### src/hdl/bridge_settings.svh
`ifndef BRIDGE_SETTINGS_SVH
`define BRIDGE_SETTINGS_SVH

// host window address width, the two top bits are dropped by the host port
`define BRIDGE_HOST_AW 30

// core address and data word widths
`define BRIDGE_AW 32
`define BRIDGE_DW 32

// core DRAM starts here and is folded back to zero before the host base is added
`define BRIDGE_CORE_DRAM_BASE 32'h8000_0000

// accesses at or above 120 MiB into DRAM are counted as out of range
`define BRIDGE_MEM_LIMIT (120 * 1024 * 1024)

// profiler regions, indexed by core address bits 29..23
`define BRIDGE_REGIONS 128

// register indices, one word each
`define CSR_RUN   3'd0
`define CSR_ALLOC 3'd1
`define CSR_BASE  3'd2
`define CSR_PROF0 3'd3
`define CSR_PROF1 3'd4
`define CSR_PROF2 3'd5
`define CSR_PROF3 3'd6
`define CSR_OOR   3'd7

`endif

### src/hdl/addr_map_pkg.sv
`default_nettype none

`include "bridge_settings.svh"

package addr_map_pkg;

   // address as seen on the host window
   typedef logic [`BRIDGE_HOST_AW-1:0] host_addr_t;

   // address in the core's physical space
   typedef logic [`BRIDGE_AW-1:0] core_addr_t;

   // one profiler region
   typedef logic [$clog2(`BRIDGE_REGIONS)-1:0] region_t;

   // one control or status register
   typedef logic [2:0] csr_idx_t;

   // core address split into profiler fields, the region sits on bits 29..23
   typedef struct packed {
      logic [1:0]                                         upper;
      region_t                                            region;
      logic [`BRIDGE_AW-3-$clog2(`BRIDGE_REGIONS):0]      offset;
   } core_fields_t;

   // the same core word read either as a plain address or as its fields
   typedef union packed {
      core_addr_t   raw;
      core_fields_t fields;
   } core_addr_u;

endpackage

`default_nettype wire

### src/hdl/link_pkg.sv
`default_nettype none

`include "bridge_settings.svh"

package link_pkg;

   // one data word on any channel
   typedef logic [`BRIDGE_DW-1:0] word_t;

   // request from the host into the core window
   typedef struct packed {
      addr_map_pkg::host_addr_t addr;
      logic                     we;
      word_t                    data;
   } host_req_t;

   // request carrying a full core address, used on both sides of the DRAM remap
   typedef struct packed {
      addr_map_pkg::core_addr_t addr;
      logic                     we;
      word_t                    data;
   } core_req_t;

   // register access from the host
   typedef struct packed {
      addr_map_pkg::csr_idx_t idx;
      logic                   we;
      word_t                  data;
   } csr_req_t;

   // read data, valid while ack is high
   typedef struct packed {
      word_t data;
   } rsp_t;

endpackage

`default_nettype wire

### src/hdl/bridge_csr.sv
`timescale 1ns/100ps
`default_nettype none

`include "bridge_settings.svh"

module bridge_csr
(
   input  logic                          aclk_i,
   input  logic                          reset_i,
   input  logic                          csr_req_i,
   input  link_pkg::csr_req_t            csr_req_data_i,
   input  logic [`BRIDGE_REGIONS-1:0]    prof_map_i,
   input  link_pkg::word_t               oor_count_i,
   output logic                          csr_ack_o,
   output link_pkg::rsp_t                csr_rsp_o,
   output addr_map_pkg::core_addr_t      dram_base_o,
   output logic                          core_reset_o
);

   logic                      ack_r;
   logic                      run_r;
   logic                      alloc_r;
   addr_map_pkg::core_addr_t  base_r;
   link_pkg::rsp_t            rsp_r;
   link_pkg::word_t           rd_word;
   logic                      access;

   // a request is served once, on the edge where req is high and ack still low
   assign access = csr_req_i & ~ack_r;

   always_comb
   begin
      case (csr_req_data_i.idx)
         `CSR_RUN:   rd_word = {{(`BRIDGE_DW-1){1'b0}}, run_r};
         `CSR_ALLOC: rd_word = {{(`BRIDGE_DW-1){1'b0}}, alloc_r};
         `CSR_BASE:  rd_word = base_r;
         `CSR_PROF0: rd_word = prof_map_i[0*`BRIDGE_DW +: `BRIDGE_DW];
         `CSR_PROF1: rd_word = prof_map_i[1*`BRIDGE_DW +: `BRIDGE_DW];
         `CSR_PROF2: rd_word = prof_map_i[2*`BRIDGE_DW +: `BRIDGE_DW];
         `CSR_PROF3: rd_word = prof_map_i[3*`BRIDGE_DW +: `BRIDGE_DW];
         `CSR_OOR:   rd_word = oor_count_i;
         default:    rd_word = '0;
      endcase
   end

   always_ff @(posedge aclk_i)
   begin
      if (reset_i)
      begin
         ack_r   <= 1'b0;
         run_r   <= 1'b0;
         alloc_r <= 1'b0;
         base_r  <= '0;
      end
      else
      begin
         // ack mirrors req one cycle later in both directions
         ack_r <= csr_req_i;
         if (access && csr_req_data_i.we)
         begin
            // profiler words and the counter are read only
            case (csr_req_data_i.idx)
               `CSR_RUN:   run_r   <= csr_req_data_i.data[0];
               `CSR_ALLOC: alloc_r <= csr_req_data_i.data[0];
               `CSR_BASE:  base_r  <= csr_req_data_i.data;
               default:    ;
            endcase
         end
      end
   end

   always_ff @(posedge aclk_i)
   begin
      if (access)
         rsp_r.data <= rd_word;
   end

   assign csr_ack_o   = ack_r;
   assign csr_rsp_o   = rsp_r;
   assign dram_base_o = base_r;

   // the core stays in reset until the host sets the run bit
   assign core_reset_o = reset_i | ~run_r;

   // ack only ever rises to answer a request that is still being held
   a_ack_needs_req: assert property (@(posedge aclk_i) disable iff (reset_i)
      $rose(csr_ack_o) |-> csr_req_i);

endmodule

`default_nettype wire

### src/hdl/host_addr_xlate.sv
`timescale 1ns/100ps
`default_nettype none

`include "bridge_settings.svh"

module host_addr_xlate
(
   input  logic                  aclk_i,
   input  logic                  reset_i,
   input  logic                  host_req_i,
   input  link_pkg::host_req_t   host_req_data_i,
   input  logic                  core_ack_i,
   input  link_pkg::rsp_t        core_rsp_i,
   output logic                  host_ack_o,
   output link_pkg::rsp_t        host_rsp_o,
   output logic                  core_req_o,
   output link_pkg::core_req_t   core_req_data_o
);

   logic                      core_req_r;
   logic                      host_ack_r;
   link_pkg::core_req_t       core_data_r;
   link_pkg::rsp_t            rsp_r;
   addr_map_pkg::core_addr_t  xlate_addr;
   logic                      start;

   // host bit 29 selects between core DRAM and the core's local space,
   // inverted so host 0x0000_0000 lands on core 0x8000_0000
   assign xlate_addr = {~host_req_data_i.addr[`BRIDGE_HOST_AW-1], 3'b000,
                        host_req_data_i.addr[27:0]};

   // take a new host request only when both sides are fully idle
   assign start = host_req_i & ~host_ack_r & ~core_req_r & ~core_ack_i;

   always_ff @(posedge aclk_i)
   begin
      if (reset_i)
      begin
         core_req_r <= 1'b0;
         host_ack_r <= 1'b0;
      end
      else
      begin
         host_ack_r <= core_ack_i;
         // the core side is released only after the host has dropped its req,
         // so host ack can never fall while host req is still high
         if (start)
            core_req_r <= 1'b1;
         else if (core_ack_i && !host_req_i)
            core_req_r <= 1'b0;
      end
   end

   always_ff @(posedge aclk_i)
   begin
      if (start)
      begin
         core_data_r.addr <= xlate_addr;
         core_data_r.we   <= host_req_data_i.we;
         core_data_r.data <= host_req_data_i.data;
      end
      if (core_ack_i)
         rsp_r <= core_rsp_i;
   end

   assign core_req_o      = core_req_r;
   assign core_req_data_o = core_data_r;
   assign host_ack_o      = host_ack_r;
   assign host_rsp_o      = rsp_r;

   // the core raises its ack only while our request is pending
   a_no_ack_without_req: assert property (@(posedge aclk_i) disable iff (reset_i)
      $rose(core_ack_i) |-> core_req_o);

endmodule

`default_nettype wire

### src/hdl/dram_remap.sv
`timescale 1ns/100ps
`default_nettype none

`include "bridge_settings.svh"

module dram_remap
(
   input  logic                      aclk_i,
   input  logic                      reset_i,
   input  logic                      core_mem_req_i,
   input  link_pkg::core_req_t       core_mem_data_i,
   input  addr_map_pkg::core_addr_t  dram_base_i,
   input  logic                      mem_ack_i,
   input  link_pkg::rsp_t            mem_rsp_i,
   output logic                      core_mem_ack_o,
   output link_pkg::rsp_t            core_mem_rsp_o,
   output logic                      mem_req_o,
   output link_pkg::core_req_t       mem_req_data_o,
   output logic                      prof_v_o,
   output addr_map_pkg::region_t     prof_region_o,
   output logic                      oor_o
);

   addr_map_pkg::core_addr_u  core_addr;
   addr_map_pkg::core_addr_t  dram_offset;
   logic                      mem_req_r;
   logic                      core_ack_r;
   logic                      prof_v_r;
   link_pkg::core_req_t       mem_data_r;
   link_pkg::rsp_t            rsp_r;
   addr_map_pkg::region_t     region_r;
   logic                      oor_r;
   logic                      start;

   assign core_addr.raw = core_mem_data_i.addr;

   // folding out the core DRAM base gives the offset into host DRAM
   assign dram_offset = core_addr.raw ^ `BRIDGE_CORE_DRAM_BASE;

   assign start = core_mem_req_i & ~core_ack_r & ~mem_req_r & ~mem_ack_i;

   always_ff @(posedge aclk_i)
   begin
      if (reset_i)
      begin
         mem_req_r  <= 1'b0;
         core_ack_r <= 1'b0;
         prof_v_r   <= 1'b0;
      end
      else
      begin
         core_ack_r <= mem_ack_i;
         // event pulse lines up with the first cycle of mem req
         prof_v_r   <= start;
         if (start)
            mem_req_r <= 1'b1;
         else if (mem_ack_i && !core_mem_req_i)
            mem_req_r <= 1'b0;
      end
   end

   always_ff @(posedge aclk_i)
   begin
      if (start)
      begin
         mem_data_r.addr <= dram_offset + dram_base_i;
         mem_data_r.we   <= core_mem_data_i.we;
         mem_data_r.data <= core_mem_data_i.data;
         region_r        <= core_addr.fields.region;
         oor_r           <= (dram_offset >= `BRIDGE_MEM_LIMIT);
      end
      if (mem_ack_i)
         rsp_r <= mem_rsp_i;
   end

   assign mem_req_o      = mem_req_r;
   assign mem_req_data_o = mem_data_r;
   assign core_mem_ack_o = core_ack_r;
   assign core_mem_rsp_o = rsp_r;
   assign prof_v_o       = prof_v_r;
   assign prof_region_o  = region_r;
   assign oor_o          = oor_r;

   // the core holds its request fixed until the ack answers it
   a_req_stable: assert property (@(posedge aclk_i) disable iff (reset_i)
      (core_mem_req_i && !core_mem_ack_o) |=> $stable(core_mem_data_i));

endmodule

`default_nettype wire

### src/hdl/mem_profiler.sv
`timescale 1ns/100ps
`default_nettype none

`include "bridge_settings.svh"

module mem_profiler
(
   input  logic                        aclk_i,
   input  logic                        core_reset_i,
   input  logic                        prof_v_i,
   input  addr_map_pkg::region_t       prof_region_i,
   input  logic                        oor_i,
   output logic [`BRIDGE_REGIONS-1:0]  prof_map_o,
   output link_pkg::word_t             oor_count_o
);

   logic [`BRIDGE_REGIONS-1:0]  map_r;
   link_pkg::word_t             count_r;

   // both are cleared with the core, so each program run starts from an empty map
   always_ff @(posedge aclk_i)
   begin
      if (core_reset_i)
      begin
         map_r   <= '0;
         count_r <= '0;
      end
      else if (prof_v_i)
      begin
         map_r[prof_region_i] <= 1'b1;
         // oor is only meaningful alongside the event pulse
         if (oor_i)
            count_r <= count_r + link_pkg::word_t'(1);
      end
   end

   assign prof_map_o  = map_r;
   assign oor_count_o = count_r;

endmodule

`default_nettype wire

### src/hdl/zynq_bridge_top.sv
`timescale 1ns/100ps
`default_nettype none

`include "bridge_settings.svh"

module zynq_bridge_top
(
   input  logic                  aclk_i,
   input  logic                  reset_i,

   input  logic                  csr_req_i,
   input  link_pkg::csr_req_t    csr_req_data_i,
   output logic                  csr_ack_o,
   output link_pkg::rsp_t        csr_rsp_o,

   input  logic                  host_req_i,
   input  link_pkg::host_req_t   host_req_data_i,
   output logic                  host_ack_o,
   output link_pkg::rsp_t        host_rsp_o,
   output logic                  core_req_o,
   output link_pkg::core_req_t   core_req_data_o,
   input  logic                  core_ack_i,
   input  link_pkg::rsp_t        core_rsp_i,

   input  logic                  core_mem_req_i,
   input  link_pkg::core_req_t   core_mem_data_i,
   output logic                  core_mem_ack_o,
   output link_pkg::rsp_t        core_mem_rsp_o,
   output logic                  mem_req_o,
   output link_pkg::core_req_t   mem_req_data_o,
   input  logic                  mem_ack_i,
   input  link_pkg::rsp_t        mem_rsp_i,

   output logic                  core_reset_o
);

   addr_map_pkg::core_addr_t    dram_base;
   logic                        prof_v;
   addr_map_pkg::region_t       prof_region;
   logic                        oor;
   logic [`BRIDGE_REGIONS-1:0]  prof_map;
   link_pkg::word_t             oor_count;

   bridge_csr i_bridge_csr
   (
      .aclk_i         (aclk_i),
      .reset_i        (reset_i),
      .csr_req_i      (csr_req_i),
      .csr_req_data_i (csr_req_data_i),
      .prof_map_i     (prof_map),
      .oor_count_i    (oor_count),
      .csr_ack_o      (csr_ack_o),
      .csr_rsp_o      (csr_rsp_o),
      .dram_base_o    (dram_base),
      .core_reset_o   (core_reset_o)
   );

   host_addr_xlate i_host_addr_xlate
   (
      .aclk_i          (aclk_i),
      .reset_i         (reset_i),
      .host_req_i      (host_req_i),
      .host_req_data_i (host_req_data_i),
      .core_ack_i      (core_ack_i),
      .core_rsp_i      (core_rsp_i),
      .host_ack_o      (host_ack_o),
      .host_rsp_o      (host_rsp_o),
      .core_req_o      (core_req_o),
      .core_req_data_o (core_req_data_o)
   );

   dram_remap i_dram_remap
   (
      .aclk_i          (aclk_i),
      .reset_i         (reset_i),
      .core_mem_req_i  (core_mem_req_i),
      .core_mem_data_i (core_mem_data_i),
      .dram_base_i     (dram_base),
      .mem_ack_i       (mem_ack_i),
      .mem_rsp_i       (mem_rsp_i),
      .core_mem_ack_o  (core_mem_ack_o),
      .core_mem_rsp_o  (core_mem_rsp_o),
      .mem_req_o       (mem_req_o),
      .mem_req_data_o  (mem_req_data_o),
      .prof_v_o        (prof_v),
      .prof_region_o   (prof_region),
      .oor_o           (oor)
   );

   // profiler state follows the core reset, not the bridge reset
   mem_profiler i_mem_profiler
   (
      .aclk_i        (aclk_i),
      .core_reset_i  (core_reset_o),
      .prof_v_i      (prof_v),
      .prof_region_i (prof_region),
      .oor_i         (oor),
      .prof_map_o    (prof_map),
      .oor_count_o   (oor_count)
   );

endmodule

`default_nettype wire

### config.mk
export PLATFORM = sky130hd
export DESIGN_NAME = zynq_bridge_top
export DESIGN_NICKNAME = d
export VERILOG_FILES = /design/src/hdl/addr_map_pkg.sv /design/src/hdl/link_pkg.sv /design/src/hdl/bridge_csr.sv /design/src/hdl/host_addr_xlate.sv /design/src/hdl/dram_remap.sv /design/src/hdl/mem_profiler.sv /design/src/hdl/zynq_bridge_top.sv
export VERILOG_INCLUDE_DIRS = /design/src /design/src/hdl
export SDC_FILE = /design/constraint.sdc
export NUM_CORES = 1
export LEC_CHECK = 0
export ABC_CLOCK_PERIOD_IN_PS = 9600
export BUFFER_PORTS_ARGS = -buffer_cell sky130_fd_sc_hd__buf_2
export CELL_PAD_IN_SITES_DETAIL_PLACEMENT = 1
export CELL_PAD_IN_SITES_GLOBAL_PLACEMENT = 1
export CORE_ASPECT_RATIO = 1.75
export CORE_UTILIZATION = 41
export DETAILED_ROUTE_END_ITERATION = 12
export PLACE_DENSITY_LB_ADDON = 0.25
export SLEW_MARGIN = 20
export SYNTH_ARGS = -nofsm -noshare
export SYNTH_HDL_FRONTEND = slang
export SYNTH_HIERARCHICAL = 1
export SYNTH_SLANG_ARGS = --single-unit
### constraint.sdc
create_clock -name aclk_i -period 9.6 [get_ports aclk_i]
set_clock_uncertainty 0.2 [all_clocks]
set_input_delay 0.96 -clock aclk_i [delete_from_list [all_inputs] [get_ports aclk_i]]
set_output_delay 0.96 -clock aclk_i [all_outputs]
set_load 0.1 [all_outputs]
==> flow_metrics.py, run 1 <==
metrics = {
    "clocking": {
        "insertion_delay_ns": 0.55,
        "cts_setup_buffers": 0,
        "root_buffer": "clkbuf_16",
        "cts_tree": "built",
        "cts_htree_levels": 2,
        "post_cts_resized": 0,
        "cts_hold_buffers": 0,
        "clock_sinks": 431,
        "cts-buffers-inserted": 41,
        "cts_buffer_depth": 3,
        "path_clk_slew_ns": 0.06,
    },
    "floorplan": {
        "die_h_um": 275,
        "dieArea_sq_mm": 0.0433,
        "core_sq_mm": 0.0417,
        "chipWidth_um": 158,
        "ioPinCount": 467,
        "rows": 99,
        "initial_core_util": 0.417,
    },
    "timing": {
        "tns_ns": 0,
        "max_freq_ghz": 0.242,
        "slew_viol_final": 0,
        "worstMarginPinSlew_ns": 1.10,
        "finalCritPeriodShare": 0.430,
        "setup_viol": 0,
        "relSlewSlack": 0.263,
        "fin_crit_ns": 4.13,
        "hold_slack_ns": 0.269,
        "hold_violations": 0,
        "rsz0062_at_grt": "no",
    },
    "power_and_ir_drop": {
        "p_leak_nw": 8.24,
        "vdd_ir_drop_max_mv": 0.158,
        "powerDensity_mw_per_mm2": 196,
    },
    "setup_path": {
        "critical_path.most_common_cell": "buf_2",
        "cp_top_family": "buffers and inverters",
        "cp-end-kind": "primary output",
        "critPathMaxFanout": 79,
        "crit_path_max_incr_delay_ns": 0.84,
        "arrival_ns": 2.97,
        "path_class": "primary input to primary output",
        "required_ns": 8.44,
        "worst-path-buf-inv": 3,
        "slowest_stage": "nand2b_4",
        "worstSetupStartpointType": "primary input",
        "path_cells": "buf_2 > buf_4 > nand2b_4 > buf_2",
    },
    "synthesis": {
        "synthMostInstantiatedCell": "edfxtp_1",
        "syn_inst": 1480,
        "yosysSeqAreaShare": 0.628,
        "synth_top_area_frac": 0.398,
        "yosys-top-cells-count": "231 x edfxtp_1, 202 x a21oi_1, 200 x dfxtp_1",
        "synth_area_per_cell_sq_um": 11.8,
        "ys_ff_latch": 431,
        "synth-main-ff-cell": "edfxtp_1",
        "yosysWarnings": 6,
        "synth_area_leaders": "edfxtp_1 40%, dfxtp_1 23%, a21oi_1 5.8%",
        "synth_top_area_cell": "edfxtp_1",
        "async_reset_ff_frac": 0,
        "synth_area_sq_mm": 0.0174,
        "synth-edff-count": 231,
        "ys_types": 76,
    },
    "grt": {
        "grt_overflow_total": 0,
        "grt_use_total": 0.290,
        "grt_max_degree": 87,
        "grt_pass1_vias": 14500,
        "grt_pass1_wl_um": 91800,
        "antenna_found_initial": 17,
    },
    "place": {
        "gp_congestion": 0.907,
        "dp_hpwl_um": 47700,
        "placed_cells": 2434,
        "numPortBuffers": 462,
    },
    "drt": {
        "avgViaCountPerCell": 5.66,
        "final_antenna_net_count": 0,
        "num_vias": 14200,
        "drtIter0Drc": 1018,
        "firstDrtPassIters": 5,
        "drc": 0,
        "drt_wl_total_um": 64200,
        "wire_per_inst_um": 25.5,
    },
    "flow_run": {
        "cap_violations": 0,
    },
    "cells_and_area": {
        "nFillCells": 4565,
        "instances_no_fill": 2519,
        "syn_to_final_growth_pct": 23.3,
        "fin_nets": 2190,
        "seq_area_sq_mm": 0.0109,
        "drive_gt1_frac": 0.304,
        "multi_input_area_sq_mm": 0.00600,
    },
    "status": {
        "run_status": "complete, no violations",
    },
    "worst_hold_path": {
        "hp-class": "flip-flop to flip-flop",
    },
}
-- logic make-up (layout without fill, tap and decap cells) --
family	after synthesis	after routing	share of synthesized area
mux	74	74	0.0462
xor+xnor	37	37	0.0186
other cells	1	15	0.000215
buf+inv	105	575	0.0315
fa+ha+maj	33	33	0.0241
compound gates	390	390	0.136
simple gates	409	409	0.115
flops	431	431	0.628
-- registers in the layout, indices dropped and copies added, names as in the netlist --
register and count:
i_dram_remap/core_mem_ack_o 1, i_bridge_csr/csr_rsp_o 32, i_host_addr_xlate/host_rsp_o 32, i_mem_profiler/oor_count_o 32
i_dram_remap/mem_req_data_o 65, i_host_addr_xlate/core_req_o 1, i_bridge_csr/alloc_r 1, i_mem_profiler/prof_map_o 128
i_bridge_csr/dram_base_o 32, i_dram_remap/prof_v_o 1, i_host_addr_xlate/core_req_data_o 62, i_host_addr_xlate/host_ack_o 1
i_bridge_csr/csr_ack_o 1, i_dram_remap/prof_region_o 7, i_dram_remap/oor_o 1, i_dram_remap/mem_req_o 1
i_bridge_csr/run_r 1, i_dram_remap/core_mem_rsp_o 32
-- cell usage in the layout (no fill, tap or decap), types with 9 or more instances in the layout --
cell and instances:
mux2_2 21, buf_4 20, clkbuf_16 41, nand4_1 12
edfxtp_1 231, and3_1 10, o221ai_1 18, nor2b_1 10
nand2_1 40, or3_1 10, dfxtp_1 200, or4_1 14
inv_1 20, ha_1 32, diode_2 12, xnor2_1 24
o21ai_0 55, o31ai_1 12, nand2b_1 15, nand3_1 68
buf_2 462, clkinv_1 9, mux2i_1 50, a21oi_1 202
a21o_1 14, xor2_1 13, o2bb2ai_1 17, a22o_1 10
nor2_1 180
-- final timing paths --
| path | start | endpoint | slack, ns | cells after the start |
|---|---|---|---|---|
| worst max-delay path | reset_i | core_reset_o | 5.47 | 4 |
| worst min-delay path | i_mem_profiler/prof_map_o[68]$_SDFFE_PP0P_ | i_mem_profiler/prof_map_o[68]$_SDFFE_PP0P_ | 0.27 | 2 |
| worst max register to register | i_bridge_csr/dram_base_o[0]$_SDFFE_PP0P_ | i_dram_remap/mem_req_data_o[57]$_DFFE_PP_ | 6.05 | 9 |
| worst min register to register | i_mem_profiler/prof_map_o[68]$_SDFFE_PP0P_ | i_mem_profiler/prof_map_o[68]$_SDFFE_PP0P_ | 0.27 | 2 |
-- final cells by class --
class,instances,share of cell area
inverters,20,0.00350
diodes,12,0.00140
well taps,555,0.0323
clock buffers,54,0.0529
multi-input cells,946,0.279
flip-flops and latches,431,0.509
repair buffers,482,0.115
clock inverters,19,0.00653
-- report_power, final --
group          total [mW]  switching [mW]  internal [mW]
registers            2.03          0.0268           2.00
logic               0.604           0.506         0.0980
clock network        1.58           0.696          0.885
total                4.22            1.23           2.99
-- through the flow --
stage               worst slack (ns)  instance area, sq um   util  power, mW
finish                          5.47                 21500  0.514       4.22
global route                    5.39                 21500  0.514       4.34
CTS                             5.49                 21400  0.513       4.25
detailed placement              5.40                 20200  0.483       2.67
global placement                5.45                 20100  0.483       2.66
floorplan                       1.46                 17400      -       2.52
-- routing by layer --
metal / global-route usage / part of all wire / up-vias
met2: 0.516 / 0.52 / 553
li1: - / - / 6405
met3: 0.0510 / 0.066 / 150
met4: 0.172 / 0.055 / 6
met1: 0.319 / 0.36 / 7134
met5: 0 / 0.00059 / -
-- tightest hold or removal path, delay by kind of cell, from the launching register on --
family / cells / cell delay, ns
compound gates: 1 / 0.04
flops: 1 / 0.32
simple gates: 1 / 0.07
No activity file was read; power rests on OpenSTA's default activity.
==> inputs of run 2 (changes only) <==
Settings changed: ABC_CLOCK_PERIOD_IN_PS 9600 to 4000.
Clock period 9.6 ns to 4 ns, I/O delays scaled along.
==> flow_metrics.py, run 2 (synthesis results as in run 1) <==
metrics = {
    "status": {
        "run_status": "complete, no violations",
    },
    "grt": {
        "grt-busiest-layer": "met2",
        "grt_use_total": 0.330,
        "grt_pass1_vias": 16200,
        "grt_pass1_wl_um": 104000,
        "grt_overflow_total": 0,
        "use_met1": 0.356,
        "gr-usage-met3": 0.0618,
        "use_met2": 0.583,
        "antenna_found_initial": 20,
        "grt_max_degree": 63,
    },
    "timing": {
        "relSlewSlack": 0.254,
        "hold_slack_ns": 0.0189,
        "rsz0062_at_grt": "no",
        "slew_viol_final": 0,
        "hold_violations": 0,
        "setup_viol": 0,
        "finalCritPeriodShare": 0.866,
        "setup_ws_ns": 0.535,
        "max_freq_ghz": 0.289,
        "worstMarginPinSlew_ns": 1.12,
        "fin_crit_ns": 3.47,
        "tns_ns": 0,
    },
    "cells_and_area": {
        "final_util": 0.568,
        "instances_no_fill": 2731,
        "fin_area_sq_mm": 0.0237,
        "drive_gt1_frac": 0.284,
        "syn_to_final_growth_pct": 36.1,
        "layout_common_cells": "462 x buf_2, 231 x edfxtp_1, 202 x a21oi_1",
        "final_common_cell": "buf_2",
        "fin_nets": 2400,
        "multi_input_area_sq_mm": 0.00601,
        "largest_reg_flops": 128,
        "seq_area_sq_mm": 0.0109,
        "nFillCells": 4484,
    },
    "clocking": {
        "insertion_delay_ns": 0.54,
        "clock_sinks": 431,
        "cts_buffer_depth": 3,
        "post_cts_resized": 0,
        "path_clk_slew_ns": 0.07,
        "cts_tree": "built",
        "root_buffer": "clkbuf_16",
        "cts_htree_levels": 2,
        "cts_setup_buffers": 0,
        "cts-buffers-inserted": 39,
    },
    "worst_hold_path": {
        "hp-class": "primary input to flip-flop",
    },
    "power_and_ir_drop": {
        "vdd_ir_drop_max_mv": 0.307,
        "finalPower_mw": 10.6,
        "powerDensity_mw_per_mm2": 447,
        "p_leak_nw": 9.20,
    },
    "setup_path": {
        "path_class": "flip-flop to flip-flop",
        "path_cells": "ha_1 > fa_1 > a21o_1 > a221oi_2 > o211ai_1 > a41oi_1 > o221ai_1 > a21oi_1 > xnor2_1",
        "arrival_ns": 3.57,
        "r2r_end": "i_dram_remap/mem_req_data_o[55]$_DFFE_PP_",
        "worst-path-buf-inv": 0,
        "worstSetupStartpointType": "flip-flop",
        "rr_worst_depth": 9,
        "crit_path_end": "i_dram_remap/mem_req_data_o[55]$_DFFE_PP_",
        "slowest_stage": "a41oi_1",
        "reg2reg_from": "i_bridge_csr/dram_base_o[0]$_SDFFE_PP0P_",
        "crit_path_max_incr_delay_ns": 0.52,
        "crit_start": "i_bridge_csr/dram_base_o[0]$_SDFFE_PP0P_",
        "path_depth": 9,
        "required_ns": 4.10,
        "cp-end-kind": "flip-flop",
        "critPathMaxFanout": 4,
        "cp_top_family": "compound AO/OA/AOI/OAI gates",
        "reg2reg_slack_ns": 0.53,
    },
    "drt": {
        "firstDrtPassIters": 5,
        "drtIter0Drc": 1076,
        "drt_wl_total_um": 73100,
        "drc": 0,
        "wire_per_inst_um": 26.8,
        "avgViaCountPerCell": 5.62,
        "final_antenna_net_count": 0,
        "num_vias": 15300,
    },
    "flow_run": {
        "cap_violations": 0,
    },
    "place": {
        "dp_hpwl_um": 49000,
        "place_ws_ns": 0.425,
        "placed_area_sq_mm": 0.0203,
        "gp_congestion": 0.904,
        "numPortBuffers": 462,
        "placed_cells": 2449,
    },
    "floorplan": {
        "dieArea_sq_mm": 0.0433,
        "chipWidth_um": 158,
        "initial_core_util": 0.417,
        "core_sq_mm": 0.0417,
        "rows": 99,
        "ioPinCount": 467,
        "die_h_um": 275,
    },
}
==> run 2: worst reg2reg max path, delay by kind of cell (launching register included) <==
family | cells | cell delay (ns)
DFF | 1 | 0.35
adders and majority gates | 2 | 0.68
AOI/OAI and AO/OA | 6 | 1.93
xor gates and xnor gates | 1 | 0.08
==> run 2: repair_timing <==
item / in CTS / in global routing
hold buffers: 196 / 0
setup endpoints to repair: 0 / 0
endpoints found under the hold margin: 199 / 0
==> run 2: power breakdown <==
part           total (mW)  switching, mW  internal, mW
Sequential           4.88         0.0731          4.81
Clock                4.05           1.74          2.31
Combinational        1.67           1.29         0.376
==> run 2: metal layers <==
| metal | vias to the layer above | wire length [um] |
|---|---|---|
| met3 | 204 | 4890 |
| met2 | 689 | 37700 |
| met4 | 6 | 4510 |
| met5 | - | 43 |
| li1 | 6813 | - |
| met1 | 7636 | 26000 |
==> run 2: area by class of cell <==
type                    count  area share
multi-input cells         946       0.253
inverters                  20     0.00317
flip-flops and latches    431       0.462
repair buffers            694       0.194
clock inverters            16     0.00782
clock buffers              54      0.0493
well taps                 555      0.0293
diodes                     15     0.00158
==> run 2: worst min path at each step <==
| stage | from | endpoint | slack, ns | depth (start not counted) |
|---|---|---|---|---|
| 2_1_floorplan | i_mem_profiler/prof_map_o[125]$_SDFFE_PP0P_ | i_mem_profiler/prof_map_o[125]$_SDFFE_PP0P_ | 0.23 | 2 |
| 3_3_place_gp | i_mem_profiler/prof_map_o[64]$_SDFFE_PP0P_ | i_mem_profiler/prof_map_o[64]$_SDFFE_PP0P_ | 0.24 | 2 |
| 3_5_place_dp | i_mem_profiler/prof_map_o[34]$_SDFFE_PP0P_ | i_mem_profiler/prof_map_o[34]$_SDFFE_PP0P_ | 0.25 | 2 |
| 4_1_cts | csr_req_data_i[18] | i_bridge_csr/dram_base_o[18]$_SDFFE_PP0P_ | 0.001 | 3 |
| 5_1_grt | csr_req_data_i[28] | i_bridge_csr/dram_base_o[28]$_SDFFE_PP0P_ | 0.004 | 3 |
| 6_report | csr_req_data_i[28] | i_bridge_csr/dram_base_o[28]$_SDFFE_PP0P_ | 0.02 | 3 |
==> inputs of run 3 (changes only) <==
Settings changed: ABC_AREA from default to 1, CORE_UTILIZATION 41 to 40.
==> flow_metrics.py, run 3 <==
metrics = {
    "worst_hold_path": {
        "min_path_cells": 5,
        "hold_end": "i_bridge_csr/dram_base_o[27]$_SDFFE_PP0P_",
        "hp-start": "csr_req_data_i[27]",
        "hp-class": "primary input to flip-flop",
    },
    "synthesis": {
        "synthSimpleGateAreaFrac": 0.236,
        "yosysWarnings": 6,
        "ys_types": 39,
        "yosys-top-cells-count": "413 x nand2_1, 407 x nor2_1, 281 x inv_1",
        "async_reset_ff_frac": 0,
        "syn_inst": 2114,
        "synth_area_sq_mm": 0.0186,
        "synth_area_per_cell_sq_um": 8.80,
        "yosys.area_share.adder": 0.0226,
        "synthMostInstantiatedCell": "nand2_1",
        "synth-edff-count": 231,
        "synth_area_leaders": "edfxtp_1 37%, dfxtp_1 22%, nand2_1 8.3%",
        "synth_top_area_frac": 0.373,
        "synthMuxAreaShare": 0,
        "ys_ff_latch": 431,
        "synth_top_family_by_area": "simple AND/OR/NAND/NOR gates",
        "synth_top_area_cell": "edfxtp_1",
        "synth-main-ff-cell": "edfxtp_1",
        "synth_xor_area_frac": 0.00895,
        "yosysSeqAreaShare": 0.588,
        "synth-compound-area-share": 0.0655,
    },
    "timing": {
        "max_freq_ghz": 0.351,
        "setup_viol": 0,
        "worstMarginPinSlew_ns": 1.06,
        "relSlewSlack": 0.294,
        "finalCritPeriodShare": 0.713,
        "hold_violations": 0,
        "tns_ns": 0,
        "rsz0062_at_grt": "no",
        "slew_viol_final": 0,
        "fin_crit_ns": 2.85,
    },
    "cells_and_area": {
        "syn_to_final_growth_pct": 33.1,
        "fin_nets": 3031,
        "layout_common_cells": "462 x buf_2, 412 x nand2_1, 403 x nor2_1",
        "final_util": 0.539,
        "nFillCells": 5397,
        "final_common_cell": "buf_2",
        "drive_gt1_frac": 0.206,
        "largest_reg_flops": 128,
    },
    "clocking": {
        "cts_htree_levels": 2,
        "cts_tree": "built",
        "clock_sinks": 431,
        "post_cts_resized": 0,
        "path_clk_slew_ns": 0.06,
        "insertion_delay_ns": 0.58,
        "cts_buffer_depth": 3,
        "root_buffer": "clkbuf_16",
        "cts-buffers-inserted": 41,
        "cts_setup_buffers": 0,
    },
    "setup_path": {
        "path_class": "primary input to primary output",
        "critPathMaxFanout": 35,
        "reg2reg_slack_ns": 1.35,
        "reg2reg_from": "i_bridge_csr/dram_base_o[0]$_SDFFE_PP0P_",
        "worstSetupStartpointType": "primary input",
        "required_ns": 3.40,
        "path_cells": "dlygate4sd3_1 > buf_2 > clkinv_1 > buf_4 > nand2_4 > buf_2",
        "slowest_stage": "dlygate4sd3_1",
        "r2r_end": "i_dram_remap/mem_req_data_o[61]$_DFFE_PP_",
        "rr_worst_depth": 12,
        "arrival_ns": 2.25,
        "critical_path.most_common_cell": "buf_2",
        "crit_path_max_incr_delay_ns": 0.53,
        "cp-end-kind": "primary output",
    },
    "grt": {
        "grt_use_total": 0.325,
        "grt_max_degree": 66,
        "grt_pass1_vias": 18700,
        "grt_overflow_total": 0,
        "grt_pass1_wl_um": 113000,
        "antenna_found_initial": 12,
    },
    "floorplan": {
        "chipWidth_um": 165,
        "initial_core_util": 0.405,
        "dieArea_sq_mm": 0.0474,
        "die_h_um": 287,
        "rows": 104,
        "core_sq_mm": 0.0459,
        "ioPinCount": 467,
    },
    "place": {
        "gp_congestion": 0.998,
        "numPortBuffers": 462,
        "dp_hpwl_um": 55400,
    },
    "power_and_ir_drop": {
        "power.share.clock": 0.379,
        "p_seq_frac": 0.460,
        "p_leak_nw": 10.4,
        "vdd_ir_drop_max_mv": 0.342,
        "combPwrFrac": 0.162,
        "p_sw_mw": 3.25,
        "powerDensity_mw_per_mm2": 429,
        "internal-power_mw": 7.39,
        "p_sw_frac": 0.306,
    },
    "drt": {
        "drt_wl_total_um": 77900,
        "drc": 0,
        "final_antenna_net_count": 0,
        "num_vias": 17700,
        "wire_per_inst_um": 23.0,
        "drtIter0Drc": 1179,
        "avgViaCountPerCell": 5.23,
        "firstDrtPassIters": 5,
    },
    "flow_run": {
        "cap_violations": 0,
    },
    "status": {
        "run_status": "complete, no violations",
    },
}
-- run 3: cells by family (layout without fill, tap and decap cells) --
| group | count (synthesis) | in the layout |
|---|---|---|
| compound gates | 237 | 237 |
| xor+xnor | 19 | 19 |
| fa+ha+maj | 33 | 33 |
| buf+inv | 358 | 1038 |
| flops | 431 | 431 |
| other cells | 1 | 6 |
| simple gates | 1035 | 1035 |
-- run 3: metrics by stage --
stage / cell area, sq um / power, mW / setup WS [ns] / std cells / hold WS [ns]
global placement: 21400 / 6.48 / 1.13 / 3106 / 0.247
CTS: 24800 / 10.6 / 1.16 / 3379 / 0.00398
floorplan: 18600 / 6.08 / 0.107 / 2116 / 0.237
finish: 24800 / 10.6 / 1.15 / 3382 / 0.0178
global route: 24800 / 10.9 / 1.04 / 3381 / 0.0137
detailed placement: 21400 / 6.50 / 1.09 / 3106 / 0.255
-- run 3: final cells by class --
cell class | count | area (sq um) | area share
Sequential cell | 431 | 10900 | 0.442
Multi-Input combinational cell | 1327 | 6250 | 0.252
Timing Repair Buffer | 676 | 4420 | 0.179
Clock buffer | 51 | 1080 | 0.0438
Inverter | 286 | 1070 | 0.0434
Tap cell | 583 | 729 | 0.0295
Clock inverter | 25 | 258 | 0.0104
Antenna cell | 3 | 7.51 | 0.000303
-- run 3: worst max-delay path by stage --
| stage | depth (start not counted) | to | from |
|---|---|---|---|
| floorplan | 1 | i_dram_remap/mem_req_data_o[0]$_DFFE_PP_ | i_dram_remap/mem_req_o$_SDFFE_PP0P_ |
| global placement | 6 | i_bridge_csr/csr_rsp_o[27]$_DFFE_PN_ | csr_req_data_i[35] |
| detailed placement | 6 | i_bridge_csr/csr_rsp_o[18]$_DFFE_PN_ | csr_req_data_i[35] |
| CTS | 6 | core_reset_o | reset_i |
| global route | 6 | core_reset_o | reset_i |
| finish | 6 | core_reset_o | reset_i |
-- run 3: power by group through the flow --
stage	logic [mW]	clock network (mW)	registers [mW]
5_1_grt	1.78	4.22	4.89
2_1_floorplan	0.256	0	5.82
3_3_place_gp	1.51	0	4.97
6_report	1.72	4.03	4.89
4_1_cts	1.69	4.05	4.88
3_5_place_dp	1.53	0	4.97
-- run 3: timing repair --
item,4_1_cts,5_1_grt
hold buffers,197,0
setup endpoints to repair,0,0
endpoints found under the hold margin,200,0
-- run 3: per-layer routing --
layer,global-route usage,vias up,share of wire
li1,-,8134,-
met2,0.584,701,0.51
met4,0.205,4,0.068
met1,0.345,8628,0.36
met5,0,-,0.00028
met3,0.0553,214,0.065
-- run 3: critical path: cells and delay by family --
kind / cells / cell delay [ns]
buf+inv: 5 / 1.53
simple gates: 1 / 0.25
